===== config.mk =====
export PLATFORM = sky130hd
export DESIGN_NAME = decode_top
export DESIGN_NICKNAME = d
export VERILOG_FILES = /design/src/rtl/rv_decode_pkg.sv /design/src/rtl/decode_stage_reg.sv /design/src/rtl/decode_top.sv /design/src/rtl/imm_gen.sv /design/src/rtl/inst_decoder.sv
export SDC_FILE = /design/constraint.sdc
export NUM_CORES = 1
export LEC_CHECK = 0
export ABC_CLOCK_PERIOD_IN_PS = 2200
export BUFFER_PORTS_ARGS = -buffer_cell sky130_fd_sc_hd__buf_2
export CORE_ASPECT_RATIO = 1.2
export CORE_MARGIN = 5
export CORE_UTILIZATION = 48
export DETAILED_ROUTE_END_ITERATION = 8
export GPL_TIMING_DRIVEN = 0
export MAX_ROUTING_LAYER = met4
export PLACE_DENSITY = 0.75
export SLEW_MARGIN = 5
export SYNTH_ARGS = -nofsm -noshare
export SYNTH_HDL_FRONTEND = slang
export SYNTH_SLANG_ARGS = --single-unit

===== constraint.sdc =====
create_clock -name clk -period 2.2 [get_ports clk]
set_input_delay 0 -clock clk [delete_from_list [all_inputs] [get_ports clk]]
set_output_delay 0 -clock clk [all_outputs]
set_load 0.1 [all_outputs]

===== src/rtl/rv_decode_pkg.sv =====
// rv32i decode types and opcodes
package rv_decode_pkg;

    // plain vector types
    typedef logic [31:0] inst_t;
    typedef logic [31:0] xlen_t;
    typedef logic [4:0]  reg_adr_t;
    typedef logic [2:0]  funct3_t;
    typedef logic [11:0] csr_adr_t;
    typedef logic [3:0]  fence_set_t;
    typedef logic [4:0]  opcode_t;

    // major opcodes, inst[6:2]
    localparam opcode_t OP_LUI    = 5'b01101;
    localparam opcode_t OP_AUIPC  = 5'b00101;
    localparam opcode_t OP_JAL    = 5'b11011;
    localparam opcode_t OP_JALR   = 5'b11001;
    localparam opcode_t OP_BRANCH = 5'b11000;
    localparam opcode_t OP_LOAD   = 5'b00000;
    localparam opcode_t OP_STORE  = 5'b01000;
    localparam opcode_t OP_IMM    = 5'b00100;
    localparam opcode_t OP_REG    = 5'b01100;
    localparam opcode_t OP_FENCE  = 5'b00011;
    localparam opcode_t OP_SYSTEM = 5'b11100;

    // command flags, one class at a time
    // alu_sub rides along with alu only
    typedef struct packed {
        logic lui;
        logic auipc;
        logic ld;
        logic alui;
        logic alui_shamt;
        logic alu;
        logic alu_sub;
        logic st;
        logic jal;
        logic jalr;
        logic br;
        logic fence;
        logic fencei;
        logic sfence;
        logic csr;
        logic ecall;
        logic ebreak;
        logic uret;
        logic sret;
        logic mret;
        logic wfi;
    } cmd_t;

    // word handed to execute
    typedef struct packed {
        cmd_t       cmd;
        // alu code or csr op
        funct3_t    funct3;
        reg_adr_t   shamt;
        csr_adr_t   csr_adr;
        reg_adr_t   csr_uimm;
        fence_set_t fence_pred;
        fence_set_t fence_succ;
        reg_adr_t   rd;
        reg_adr_t   rs1;
        reg_adr_t   rs2;
        xlen_t      imm;
        logic       wb_en;
        logic       illegal;
    } decoded_t;

    // stage handshake states
    typedef enum logic [1:0] {
        S_IDLE,
        S_IN_ACK,
        S_OUT_REQ,
        S_OUT_DONE
    } dec_state_t;

endpackage


===== src/rtl/decode_stage_reg.sv =====
// decode stage handshake register
`timescale 1ns/1ps

module decode_stage_reg (
    input  logic                      clk,
    input  logic                      arst_n,
    // fetch side
    input  logic                      in_req,
    output logic                      in_ack,
    // decoder results
    input  rv_decode_pkg::cmd_t       cmd,
    input  rv_decode_pkg::funct3_t    funct3,
    input  rv_decode_pkg::reg_adr_t   shamt,
    input  rv_decode_pkg::csr_adr_t   csr_adr,
    input  rv_decode_pkg::reg_adr_t   csr_uimm,
    input  rv_decode_pkg::fence_set_t fence_pred,
    input  rv_decode_pkg::fence_set_t fence_succ,
    input  rv_decode_pkg::reg_adr_t   rd,
    input  rv_decode_pkg::reg_adr_t   rs1,
    input  rv_decode_pkg::reg_adr_t   rs2,
    input  logic                      illegal,
    input  rv_decode_pkg::xlen_t      imm,
    // execute side
    output logic                      out_req,
    input  logic                      out_ack,
    output rv_decode_pkg::decoded_t   out_dec
);
    import rv_decode_pkg::*;

    dec_state_t state;
    decoded_t   dec_next;
    logic       wb_class;

    // classes that write rd
    assign wb_class = cmd.lui | cmd.auipc | cmd.ld | cmd.alui | cmd.alui_shamt
                    | cmd.alu | cmd.jal | cmd.jalr | cmd.csr;

    // merge both decode paths
    always_comb
    begin
        dec_next.cmd        = cmd;
        dec_next.funct3     = funct3;
        dec_next.shamt      = shamt;
        dec_next.csr_adr    = csr_adr;
        dec_next.csr_uimm   = csr_uimm;
        dec_next.fence_pred = fence_pred;
        dec_next.fence_succ = fence_succ;
        dec_next.rd         = rd;
        dec_next.rs1        = rs1;
        dec_next.rs2        = rs2;
        dec_next.imm        = imm;
        // x0 is never written
        dec_next.wb_en      = ~illegal & (rd != 5'd0) & wb_class;
        dec_next.illegal    = illegal;
    end

    always_ff @(posedge clk or negedge arst_n)
    begin
        if (!arst_n)
        begin
            state   <= S_IDLE;
            in_ack  <= 1'b0;
            out_dec <= '0;
        end
        else
        begin
            case (state)
                // capture on request, ack follows a cycle later
                S_IDLE:
                    if (in_req)
                    begin
                        out_dec <= dec_next;
                        state   <= S_IN_ACK;
                    end
                S_IN_ACK:
                    if (!in_ack)
                        in_ack <= 1'b1;
                    else if (!in_req)
                    begin
                        // fetch side closed, offer to execute
                        in_ack <= 1'b0;
                        state  <= S_OUT_REQ;
                    end
                S_OUT_REQ:
                    if (out_ack)
                        state <= S_OUT_DONE;
                // wait for ack to drop before taking more
                S_OUT_DONE:
                    if (!out_ack)
                        state <= S_IDLE;
                default:
                    state <= S_IDLE;
            endcase
        end
    end

    assign out_req = (state == S_OUT_REQ);

    // request held until execute answers
    a_req_hold: assert property (@(posedge clk) disable iff (!arst_n)
        out_req && !out_ack |=> out_req)
        else $error("decode_stage_reg: out_req dropped before out_ack");

    // payload frozen during the offer
    a_dec_stable: assert property (@(posedge clk) disable iff (!arst_n)
        out_req |=> $stable(out_dec))
        else $error("decode_stage_reg: out_dec changed while out_req high");

endmodule


===== src/rtl/decode_top.sv =====
// rv32i decode stage top
`timescale 1ns/1ps

module decode_top #(
    parameter bit HAS_SUPERVISOR = 1'b1
) (
    input  logic                    clk,
    input  logic                    arst_n,
    input  logic                    in_req,
    input  rv_decode_pkg::inst_t    inst,
    output logic                    in_ack,
    output logic                    out_req,
    output rv_decode_pkg::decoded_t out_dec,
    input  logic                    out_ack
);
    import rv_decode_pkg::*;

    // decoder to stage register
    cmd_t       cmd;
    funct3_t    funct3;
    reg_adr_t   shamt;
    csr_adr_t   csr_adr;
    reg_adr_t   csr_uimm;
    fence_set_t fence_pred;
    fence_set_t fence_succ;
    reg_adr_t   rd;
    reg_adr_t   rs1;
    reg_adr_t   rs2;
    logic       illegal;
    // immediate path
    xlen_t      imm;

    inst_decoder #(
        .HAS_SUPERVISOR (HAS_SUPERVISOR)
    ) i_inst_decoder (
        .inst       (inst),
        .cmd        (cmd),
        .funct3     (funct3),
        .shamt      (shamt),
        .csr_adr    (csr_adr),
        .csr_uimm   (csr_uimm),
        .fence_pred (fence_pred),
        .fence_succ (fence_succ),
        .rd         (rd),
        .rs1        (rs1),
        .rs2        (rs2),
        .illegal    (illegal)
    );

    imm_gen i_imm_gen (
        .inst (inst),
        .imm  (imm)
    );

    decode_stage_reg i_decode_stage_reg (
        .clk        (clk),
        .arst_n     (arst_n),
        .in_req     (in_req),
        .in_ack     (in_ack),
        .cmd        (cmd),
        .funct3     (funct3),
        .shamt      (shamt),
        .csr_adr    (csr_adr),
        .csr_uimm   (csr_uimm),
        .fence_pred (fence_pred),
        .fence_succ (fence_succ),
        .rd         (rd),
        .rs1        (rs1),
        .rs2        (rs2),
        .illegal    (illegal),
        .imm        (imm),
        .out_req    (out_req),
        .out_ack    (out_ack),
        .out_dec    (out_dec)
    );

endmodule


===== src/rtl/imm_gen.sv =====
// rv32i immediate generator
`timescale 1ns/1ps

module imm_gen (
    input  rv_decode_pkg::inst_t inst,
    output rv_decode_pkg::xlen_t imm
);
    import rv_decode_pkg::*;

    opcode_t op;
    // format one-hot, i s b u j
    logic [4:0] fmt;
    logic       sgn;
    xlen_t      imm_i;
    xlen_t      imm_s;
    xlen_t      imm_b;
    xlen_t      imm_u;
    xlen_t      imm_j;

    assign op  = inst[6:2];
    // every format takes its sign from bit 31
    assign sgn = inst[31];

    // format from the opcode alone
    always_comb
    begin
        fmt = 5'b00000;
        case (op)
            OP_LOAD,
            OP_IMM,
            OP_JALR,
            OP_SYSTEM: fmt = 5'b00001;
            OP_STORE:  fmt = 5'b00010;
            OP_BRANCH: fmt = 5'b00100;
            OP_LUI,
            OP_AUIPC:  fmt = 5'b01000;
            OP_JAL:    fmt = 5'b10000;
            default:   fmt = 5'b00000;
        endcase
    end

    // assembled and sign extended
    assign imm_i = {{20{sgn}}, inst[31:20]};
    assign imm_s = {{20{sgn}}, inst[31:25], inst[11:7]};
    // bit 0 always zero for branch and jal
    assign imm_b = {{19{sgn}}, inst[31], inst[7], inst[30:25], inst[11:8], 1'b0};
    assign imm_u = {inst[31:12], 12'd0};
    assign imm_j = {{11{sgn}}, inst[31], inst[19:12], inst[20], inst[30:21], 1'b0};

    // and-or mux, zero when no format
    assign imm = ({32{fmt[0]}} & imm_i)
               | ({32{fmt[1]}} & imm_s)
               | ({32{fmt[2]}} & imm_b)
               | ({32{fmt[3]}} & imm_u)
               | ({32{fmt[4]}} & imm_j);

endmodule


===== src/rtl/inst_decoder.sv =====
// rv32i instruction decoder
`timescale 1ns/1ps

module inst_decoder #(
    parameter bit HAS_SUPERVISOR = 1'b1
) (
    input  rv_decode_pkg::inst_t      inst,
    output rv_decode_pkg::cmd_t       cmd,
    output rv_decode_pkg::funct3_t    funct3,
    output rv_decode_pkg::reg_adr_t   shamt,
    output rv_decode_pkg::csr_adr_t   csr_adr,
    output rv_decode_pkg::reg_adr_t   csr_uimm,
    output rv_decode_pkg::fence_set_t fence_pred,
    output rv_decode_pkg::fence_set_t fence_succ,
    output rv_decode_pkg::reg_adr_t   rd,
    output rv_decode_pkg::reg_adr_t   rs1,
    output rv_decode_pkg::reg_adr_t   rs2,
    output logic                      illegal
);
    import rv_decode_pkg::*;

    opcode_t    op;
    logic [4:0] f7_hi;
    logic [7:0] f3_dc;
    logic       notc;
    logic       is_lui;
    logic       is_auipc;
    logic       is_jal;
    logic       is_jalr;
    logic       is_branch;
    logic       is_load;
    logic       is_store;
    logic       is_imm;
    logic       is_reg;
    logic       is_fence;
    logic       is_system;
    logic       f7_00000;
    logic       f7_01000;
    logic       f7_00010;
    logic       f7_00110;
    logic       r2_00000;
    logic       r2_00001;
    logic       r2_00010;
    logic       r2_00101;
    logic       op5_01;
    logic       z_26_25;
    logic       z_31_28;
    logic       z_19_15;
    logic       z_11_7;
    logic       z_pred;
    logic       z_succ;
    logic       ec;
    logic [19:0] cls;

    // field slices
    assign op         = inst[6:2];
    assign f7_hi      = inst[31:27];
    assign rd         = inst[11:7];
    assign rs1        = inst[19:15];
    assign rs2        = inst[24:20];
    assign funct3     = inst[14:12];
    assign shamt      = inst[24:20];
    assign csr_adr    = inst[31:20];
    // uimm sits in the rs1 slot
    assign csr_uimm   = inst[19:15];
    assign fence_pred = inst[27:24];
    assign fence_succ = inst[23:20];

    // 32-bit encodings only, compressed is illegal
    assign notc = (inst[1:0] == 2'b11);

    // opcode one-hot
    assign is_lui    = (op == OP_LUI);
    assign is_auipc  = (op == OP_AUIPC);
    assign is_jal    = (op == OP_JAL);
    assign is_jalr   = (op == OP_JALR);
    assign is_branch = (op == OP_BRANCH);
    assign is_load   = (op == OP_LOAD);
    assign is_store  = (op == OP_STORE);
    assign is_imm    = (op == OP_IMM);
    assign is_reg    = (op == OP_REG);
    assign is_fence  = (op == OP_FENCE);
    assign is_system = (op == OP_SYSTEM);

    // funct3 one-hot
    assign f3_dc = 8'd1 << funct3;

    // funct7 high bits
    assign f7_00000 = (f7_hi == 5'b00000);
    assign f7_01000 = (f7_hi == 5'b01000);
    assign f7_00010 = (f7_hi == 5'b00010);
    assign f7_00110 = (f7_hi == 5'b00110);

    // rs2 slot used as a sub-opcode by system ops
    assign r2_00000 = (rs2 == 5'b00000);
    assign r2_00001 = (rs2 == 5'b00001);
    assign r2_00010 = (rs2 == 5'b00010);
    assign r2_00101 = (rs2 == 5'b00101);
    assign op5_01   = (inst[26:25] == 2'b01);

    // zero-field checks
    assign z_26_25 = (inst[26:25] == 2'b00);
    assign z_31_28 = (inst[31:28] == 4'd0);
    assign z_19_15 = (rs1 == 5'd0);
    assign z_11_7  = (rd == 5'd0);
    assign z_pred  = (fence_pred == 4'd0);
    assign z_succ  = (fence_succ == 4'd0);

    // shared part of ecall, ebreak and the returns
    assign ec = is_system & f3_dc[0] & notc & z_26_25 & z_19_15 & z_11_7;

    always_comb
    begin
        cmd = '0;
        cmd.lui   = is_lui & notc;
        cmd.auipc = is_auipc & notc;
        // lb lh lw lbu lhu
        cmd.ld    = is_load & notc & ~(f3_dc[3] | f3_dc[6] | f3_dc[7]);
        cmd.alui  = is_imm & notc & ~(f3_dc[1] | f3_dc[5]);
        // slli, srli, srai
        cmd.alui_shamt = is_imm & notc & z_26_25
                       & ((f3_dc[1] & f7_00000) | (f3_dc[5] & (f7_00000 | f7_01000)));
        // funct7 0100000 only for sub and sra
        cmd.alu     = is_reg & notc & z_26_25
                    & (f7_00000 | (f7_01000 & (f3_dc[0] | f3_dc[5])));
        cmd.alu_sub = cmd.alu & f7_01000;
        // sb sh sw
        cmd.st   = is_store & notc & (f3_dc[0] | f3_dc[1] | f3_dc[2]);
        cmd.jal  = is_jal & notc;
        cmd.jalr = is_jalr & notc & f3_dc[0];
        cmd.br   = is_branch & notc & ~(f3_dc[2] | f3_dc[3]);
        cmd.fence  = is_fence & f3_dc[0] & notc & z_31_28 & z_19_15 & z_11_7;
        cmd.fencei = is_fence & f3_dc[1] & notc & z_31_28 & z_pred & z_succ
                   & z_19_15 & z_11_7;
        // supervisor ops vanish without S mode
        cmd.sfence = is_system & f3_dc[0] & notc & f7_00010 & op5_01 & z_11_7
                   & HAS_SUPERVISOR;
        // funct3 100 is reserved
        cmd.csr    = is_system & notc & ~(f3_dc[0] | f3_dc[4]);
        cmd.ecall  = ec & f7_00000 & r2_00000;
        cmd.ebreak = ec & f7_00000 & r2_00001;
        cmd.uret   = ec & f7_00000 & r2_00010;
        cmd.sret   = ec & f7_00010 & r2_00010 & HAS_SUPERVISOR;
        cmd.mret   = ec & f7_00110 & r2_00010;
        cmd.wfi    = ec & f7_00010 & r2_00101;
    end

    // class flags, alu_sub left out
    assign cls = {cmd.lui, cmd.auipc, cmd.ld, cmd.alui, cmd.alui_shamt,
                  cmd.alu, cmd.st, cmd.jal, cmd.jalr, cmd.br,
                  cmd.fence, cmd.fencei, cmd.sfence, cmd.csr, cmd.ecall,
                  cmd.ebreak, cmd.uret, cmd.sret, cmd.mret, cmd.wfi};

    // nothing matched
    assign illegal = ~|cls;

    // one class per instruction, sub only on alu
    a_one_class: assert property (@(cmd) $onehot0(cls) && (cmd.alu || !cmd.alu_sub))
        else $error("inst_decoder: more than one command class set");

endmodule


# Yosys cells after proc, flatten, opt, wreduce, memory -nomap -nowiden
# Memory sizes are Yosys's and may differ from the RTL's.
# Cells that the tools add are included.
# op_classes
eq_ne,26
shift,1
mux,8
bitwise,87
n_reduce_logical,15
# ops
operator,count
$and A32 B32 Y32,5
$or A32 B32 Y32,4
$and A1 B1 Y1,55
$logic_not A5 Y1,5
$eq A5 B3 Y1 const B,4
$eq A5 B4 Y1 const B,4
$eq A5 B5 Y1 const B,4
$reduce_or A20 Y1,1
$or A1 B1 Y1,19
$eq A5 B2 Y1 const B,3
$logic_not A4 Y1,3
$mux W2,5
$pmux W2 S4,1
$shl A1 B3 Y8 const A,1
$eq A2 B2 Y1 const B,3
$ne A2 B2 Y1 const B,3
$eq A5 B1 Y1 const B,1
$reduce_and A5 Y1,1
$reduce_bool A5 Y1,1
$eq A2 B1 Y1 const B,2
$logic_not A2 Y1,2
$ne A2 B1 Y1 const B,2
$not A1 Y1,4
$mux W1,2
2 further kinds,2
# word_totals
ff_bits,96
rom_bits,160
in_bits,36
out_inout_bits,105
mem_count,1
# mem_list
memory,words,width,rd,rd_ports_with_merged_regs,write_ports,line,source
(name not given),32,5,1,0,0,imm_gen.sv:28,case (op)

# Longest topological paths before layout
# Gate-level depths: netlist (run 1).
# logic_depth
depth_word,13
ltp_mapped,8

# Hierarchy
# A second synthesis (run 1) with hierarchy kept.
# hier_totals
cells_unflattened,455
area_unflattened_um2,5551.6
# modules_own_cells
mod,n_inst,cells_per_inst,area_per_inst_um2,seq_area_each_um2
decode_stage_reg,1,244,4121.5,2652.5
inst_decoder,1,133,909.6,0.0
imm_gen,1,78,520.5,0.0

# Worst setup path before layout (run 1)
# OpenSTA, ideal clock, no wires.
# synth_path
path_type,register to register
start,register i_decode_stage_reg.state[0]
end,register i_decode_stage_reg.state[1]
setup_time_ns,0.125
arrival_time_ns,1.931
setup_slack_ns,0.145
stages_incl_launch_ff,6
n_path_buf,0
path_cell_list,dfrtp_1 > inv_1 > ha_1 > inv_1 > o21ai_0 > mux2_2
# synth_between
elab_chain_len,3
# synth_rtl
element,line,source
start: declaration,decode_stage_reg.sv:30,dec_state_t state;
start signal: assignment,decode_stage_reg.sv:61,state <= S_IDLE;
start signal: assignment,decode_stage_reg.sv:73,state <= S_IN_ACK;
start signal: assignment,decode_stage_reg.sv:82,state <= S_OUT_REQ;
$eq A2 B2 Y1 *,n/a,
named net out_req,decode_top.sv:12,"output logic out_req,"
$ne A2 B1 Y1 (no line),n/a,
$reduce_and A5 Y1 (no line),n/a,
# Mark *: on every way through the listed nets, which the timed path passes. The rest lies on a longest branch.
# A chain may end at the register's enable or synchronous reset.

# Worst setup path after layout (run 1)
# layout_path
start,register i_decode_stage_reg.state[0]
end,"register, netlist name i_decode_stage_reg.out_dec[45]"
# layout_between
elab_chain_len,2
# layout_rtl
element,line,source
$logic_not A2 Y1,decode_stage_reg.sv:67,case (state)
$reduce_and A2 Y1 (no line),n/a,
# Every way passes these cells.

==> results of run 1 <==
## worst paths after layout
| path | from | endpoint |
|---|---|---|
| max in group asynchronous | arst_n | i_decode_stage_reg.out_dec[53]$_DFFE_PN0P_ |
| worst max-delay path | i_decode_stage_reg.state[0]$_DFFE_PN0P_ | i_decode_stage_reg.out_dec[45]$_DFFE_PN0P_ |
| worst min-delay path | inst[30] | i_decode_stage_reg.out_dec[32]$_DFFE_PN0P_ |
| worst min register to register | i_decode_stage_reg.out_dec[72]$_DFFE_PN0P_ | i_decode_stage_reg.out_dec[72]$_DFFE_PN0P_ |
| min in group asynchronous | arst_n | i_decode_stage_reg.out_dec[101]$_DFFE_PN0P_ |
| worst max register to register | i_decode_stage_reg.state[0]$_DFFE_PN0P_ | i_decode_stage_reg.out_dec[45]$_DFFE_PN0P_ |
## metrics by stage
step / worst slack, ps / TNS [ps] / utilization [%] / instance area (um2) / std cells
floorplan: 145 / 0 / - / 4150 / 460
global placement: -153 / -1150 / 58.4 / 4980 / 713
detailed placement: -197 / -1440 / 58.8 / 5010 / 714
CTS: 11.6 / 0 / 64.6 / 5500 / 757
global route: -18.3 / -22.0 / 64.7 / 5510 / 757
finish: 136 / 0 / 64.7 / 5510 / 757
## repair_timing
action                                 in CTS  in global routing
hold buffers                               27                  0
setup endpoints to repair                  11                 45
gates cloned                                0                  0
gates resized for setup                     2                 12
endpoints found under the hold margin      84                  0
## synthesized netlist by cell type, types with 4 or more instances
master	number	area, um2
nand2_1	124	465
dfrtp_1	83	2080
o21ai_0	25	125
a21oi_1	24	120
nor2_1	24	90.1
buf_4	23	173
clkbuf_1	17	63.8
inv_1	11	41.3
nor3_1	9	45.0
a221o_1	8	80.1
nand3_1	8	40.0
buf_2	7	35.0
a22o_1	6	52.6
nand4_1	6	37.5
a21o_1	5	37.5
ha_1	5	62.6
nor4_1	5	31.3
o31ai_1	5	37.5
mux2_2	4	45.0
nand2b_1	4	25.0
## routing by layer
layer / GRT usage (%) / vias up / part of all wire, %
met5: - / - / 0
li1: - / 1912 / -
met2: 45.4 / 180 / 50
met3: 4.46 / 48 / 5.7
met4: 11.5 / 0 / 3.5
met1: 33.8 / 2018 / 41
## critical path: stages (launching register included)
cell	delay, ps
dfrtp_1	430
inv_1	140
ha_1	200
and2_1	120
buf_2	200
clkbuf_1	410
clkbuf_2	330
nand2_1	100
nand2_1	70
## final cells by class
type | instances | area [um2]
buffer | 50 | 293
clock buffer | 10 | 128
clock inverter | 6 | 88.8
fill | 759 | 3000
inverter | 11 | 41.3
multi-input combinational | 316 | 1760
sequential | 83 | 2080
tap | 117 | 146
timing repair buffer | 164 | 981
## registers in the layout (all words and copies together), names as in the netlist
name,count
i_decode_stage_reg.in_ack,1
i_decode_stage_reg.out_dec,80
i_decode_stage_reg.state,2
## kinds of logic (layout without fill, tap and decap cells)
group                      after synthesis  in the layout
buffers and inverters                   61            241
xor gates and xnor gates                 2              2
muxes                                    4              4
AOI/OAI and AO/OA                       96             96
adders and majority gates                5              5
and+or+nand+nor                        209            209
DFF                                     83             83
==> run metrics, run 1 <==
DRT Wirelength 14.0 mm; Clock Skew 4.67 ps; drt initial violations 236; Reg2Reg Depth 8; initial core utilization 48.7%; sequential share of the synthesized area 50.0%; Yosys reg bits 83; largest family of logic cells by synthesized area simple AND/OR/NAND/NOR gates; leading cell types in the layout, fill and taps excluded buf_2, nand2_1, dfrtp_1; Vias/cell 5.49; max-slew violation count 0; post-route ant nets 0; Worst Path Arrival 2370 ps; post-synthesis mux area share 1.08%; max-capacitance violation count 0; Synth Area in Compound Gates 15.5%; critical path endpoint category flip-flop; drt first pass iters 5; CTS H-tree lvls 3; die area 10600 um2; hold path cells 3; cell row count 37; Residual DRC 0; critical path class reg -> reg; syn nets 501; Hold WS 45.0 ps; RSZ-0062 raised after global routing yes; WL per Instance 18.5 um; Final Setup Violations 0; synthesized cell area 4150 um2; Clk Latency, worst-skew pair 370 ps; Post-Syn Instances 460; TritonCTS sink count 83; dpl hpwl 10.3 mm; share of layout cells above drive strength 1 32.3%; slew at the pin closest to its max-slew limit 720 ps; Max FO, Critical Path 10; Worst-path clk slew 90 ps; Die Y 112 um; Period minus WS final 2060 ps; Post CTS Setup Buffer Count 0; period utilization 93.8%; initial antenna violation count 0; die width 94.9 um; first-pass GRT wire length 22.1 mm; Num CTS Buffers 9; Netlist cell types 54; total track usage 27.8%; slew margin rel. 52.0%; antenna cells 0; status completed; EDFF count, synth 0; Clock Tree Buf Depth 2; clk root buf clkbuf_8; Adder-Cell Fraction of Synth Area 1.51%; TritonCTS clock tree done; leading cell type in the layout, fill and taps excluded buf_2; CP required 2510 ps; YS warnings 0; CP startpoint kind flip-flop; simple-gate area share of the yosys netlist 23.6%; Final Hold Viols 0; Post-Syn Area per Cell 9.02 um2; Port Buffers 136; Most used DFF post-synth dfrtp_1; Core Footprint 8520 um2; Max Freq 0.484 GHz; worst hold path class in -> reg; ys async rst share 100%; gr ovfl total 0; Nets 676; R2R setup slack 140 ps; GP Congestion 0.940; largest net degree at the start of global routing 46; area grow syn2layout 32.8%; XOR/XNOR share of the synthesized area 0.422%; # IOs 141; number of global-route vias before repair 4255; vias 4158
Power of run 1 is left out: the tool's default activity adds up to more than one toggle a clock period on the data nets, which glitch-free logic cannot reach.
==> run 2, diff against run 1 <==
Settings changed: ABC_AREA set to 1.
==> run 2 against run 1 <==
Effect of this change:
- clock skew is 4.2 ps higher
- fmax is 5.1% higher
- global-route usage is 0.48 points lower
==> run metrics, run 2 <==
number of flip-flops under the largest register name 80 (unchanged); cell with the most instances after synthesis nand2_1 (unchanged); CP top delay family buffers and inverters (unchanged); M3 GR Usage 3.87% (was 4.46%); Biggest register i_decode_stage_reg.out_dec (unchanged); share of layout cells above drive strength 1 29.5% (was 32.3%); FILL cells 763 (was 759); clk root buf clkbuf_8 (unchanged); Num CTS Buffers 9 (unchanged); Worst-path clk slew 90 ps (about the same); # IOs 141 (unchanged); Clk Latency, worst-skew pair 370 ps (about the same); Final Setup Violations 0 (unchanged); largest net degree at the start of global routing 54 (was 46); Residual DRC 0 (unchanged); GR Layer Usage met1 33.8% (about the same); Most used DFF post-synth dfrtp_1 (unchanged); max-slew violation count 0 (unchanged); Crit-path slowest cell clkbuf_1 (was dfrtp_1); EDFF count, synth 0 (unchanged); worst hold path class in -> reg (unchanged); FF-to-FF End i_decode_stage_reg.out_dec[33]$_DFFE_PN0P_ (was i_decode_stage_reg.out_dec[45]$_DFFE_PN0P_); slew margin rel. 49.4% (was 52.0%); leading cell type in the layout, fill and taps excluded nand2_1 (was buf_2); initial antenna violation count 0 (unchanged); reg2reg start i_decode_stage_reg.state[0]$_DFFE_PN0P_ (unchanged); Core Footprint 8470 um2 (was 8520 um2); WL per Instance 16.7 um (was 18.5 um); synth top area cells dfrtp_1, nand2_1, nor2_1, buf_4, inv_1 (was dfrtp_1, nand2_1, buf_4, o21ai_0, a21oi_1); Max Freq 0.509 GHz (was 0.484 GHz); total track usage 27.3% (was 27.8%); synthesized cell area 4090 um2 (was 4150 um2); DRT Wirelength 13.5 mm (was 14.0 mm); Clock Skew 8.91 ps (was 4.67 ps); GR met2 Demand/Resource 45.6% (was 45.4%); status completed (unchanged); leading area contributor after synthesis dfrtp_1 (unchanged); TritonCTS sink count 83 (unchanged); Reg2Reg Depth 7 (was 8); R2R setup slack 240 ps (was 140 ps); Post-Syn Area per Cell 8.14 um2 (was 9.02 um2); CP dominant cell by count nand2_1 (unchanged); cell row count 37 (unchanged); post-route ant nets 0 (unchanged); dpl hpwl 10.3 mm (about the same); CP startpoint kind flip-flop (unchanged); Synth top area share 50.7% (was 50.0%); Port Buffers 140 (was 136); CP startpoint i_decode_stage_reg.state[0]$_DFFE_PN0P_ (unchanged); max-capacitance violation count 0 (unchanged); Post-Syn Instances 503 (was 460); gr ovfl total 0 (unchanged); CP required 2490 ps (was 2510 ps); leading cell types in the layout, fill and taps excluded nand2_1, buf_2, dfrtp_1 (was buf_2, nand2_1, dfrtp_1); area grow syn2layout 33.5% (was 32.8%); Vias/cell 5.08 (was 5.49); Netlist cell types 30 (was 54); Crit path depth 7 (was 8); ys async rst share 100% (unchanged); Top Registers i_decode_stage_reg.out_dec x80, i_decode_stage_reg.state x2, i_decode_stage_reg.in_ack x1 (unchanged); period utilization 89.3% (was 93.8%); RSZ-0062 raised after global routing no (was yes); die area 10500 um2 (was 10600 um2); antenna cells 0 (unchanged); Max FO, Critical Path 10 (unchanged); TritonCTS clock tree done (unchanged); Post-synth top cells nand2_1, dfrtp_1, nor2_1 (was nand2_1, dfrtp_1, o21ai_0); GRT Max-Usage Layer met2 (unchanged); Yosys reg bits 83 (unchanged); final core utilization 64.5% (was 64.7%); CP max stage delay 420 ps (was 430 ps); Final Hold Viols 0 (unchanged); slew at the pin closest to its max-slew limit 756 ps (was 720 ps); Period minus WS final 1960 ps (was 2060 ps); critical path endpoint category flip-flop (unchanged); Clock Tree Buf Depth 2 (unchanged); setup TNS 0 ps (unchanged); YS warnings 0 (unchanged); die width 94.3 um (was 94.9 um); Die Y 111 um (was 112 um); syn nets 544 (was 501); Post CTS Setup Buffer Count 0 (unchanged); Worst Path Arrival 2250 ps (was 2370 ps); initial core utilization 48.3% (was 48.7%); Nets 725 (was 676); drt first pass iters 5 (unchanged); sequential share of the synthesized area 50.7% (was 50.0%); worst path bufs/invs 3 (was 4); GP Congestion 0.892 (was 0.940); first-pass GRT wire length 21.5 mm (was 22.1 mm); end of the critical path i_decode_stage_reg.out_dec[33]$_DFFE_PN0P_ (was i_decode_stage_reg.out_dec[45]$_DFFE_PN0P_); CTS H-tree lvls 3 (unchanged); worst-path cell chain inv_1 > ha_1 > nand2_1 > clkbuf_2 > clkbuf_1 > nand2_1 > o211ai_1 (was inv_1 > ha_1 > and2_1 > buf_2 > clkbuf_1 > clkbuf_2 > nand2_1 > nand2_1); critical path class reg -> reg (unchanged); number of global-route vias before repair 4106 (was 4255); vias 4095 (was 4158); drt initial violations 233 (was 236)
-- run 2: how the worst min path moves through the flow --
stage | end | depth (start not counted) | from | slack (ps)
2_1_floorplan | i_decode_stage_reg.in_ack$_DFFE_PN0N_ | 0 | arst_n | -300
3_3_place_gp | i_decode_stage_reg.out_dec[59]$_DFFE_PN0P_ | 3 | inst[17] | 240
3_5_place_dp | i_decode_stage_reg.out_dec[11]$_DFFE_PN0P_ | 1 | arst_n | -30
4_1_cts | i_decode_stage_reg.out_dec[101]$_DFFE_PN0P_ | 3 | inst[4] | 4
5_1_grt | i_decode_stage_reg.out_dec[101]$_DFFE_PN0P_ | 3 | inst[4] | 30
6_report | i_decode_stage_reg.out_dec[102]$_DFFE_PN0P_ | 3 | inst[4] | 4
-- run 2: logic make-up (layout without fill, tap and decap cells) --
kind of cell	count (synthesis)	count (layout)	synth area share (%)
adder cells (fa/ha/maj)	5	5	1.53
buffers and inverters	82	268	9.81
AO/OA/AOI/OAI	64	64	10.5
AND/OR/NAND/NOR	269	269	27.4
flip-flops	83	83	50.7
-- run 2: cell type report --
type                       count  area [um2]  share of cell area [%]
tap                          117         146                    2.68
inverter                      44         165                    3.02
clock inverter                 3        18.8                   0.343
clock buffer                  13         179                    3.27
timing repair buffer         170        1020                    18.7
buffer                        38         244                    4.46
multi-input combinational    338        1610                    29.5
sequential                    83        2080                    38.0
-- run 2: per-layer routing --
layer | up-vias | wire (um)
li1 | 1963 | -
met3 | 20 | 782
met1 | 1957 | 5570
met4 | 0 | 238
met2 | 155 | 6900
met5 | - | 0
-- run 2: metrics by stage --
step	instances	instance area (um2)	setup WS, ps	hold slack (ps)
floorplan	503	4090	238	-296
global placement	760	4940	75.9	237
detailed placement	761	4970	9.43	-30.7
CTS	806	5460	36.3	3.61
global route	806	5470	95.6	27.5
finish	806	5470	235	3.51
-- run 2: worst min-delay path, cell delays in order --
cell and delay [ps]:
buf_2 140, nand2_2 120, o41ai_1 90
-- run 2: what timing repair did --
item	4_1_cts	5_1_grt
endpoints found under the setup margin	2	54
gates resized for setup	1	9
hold buffers	29	0
hold endpoints to repair	129	0
pin swaps	0	0
Power of run 2 is left out for the same reason.
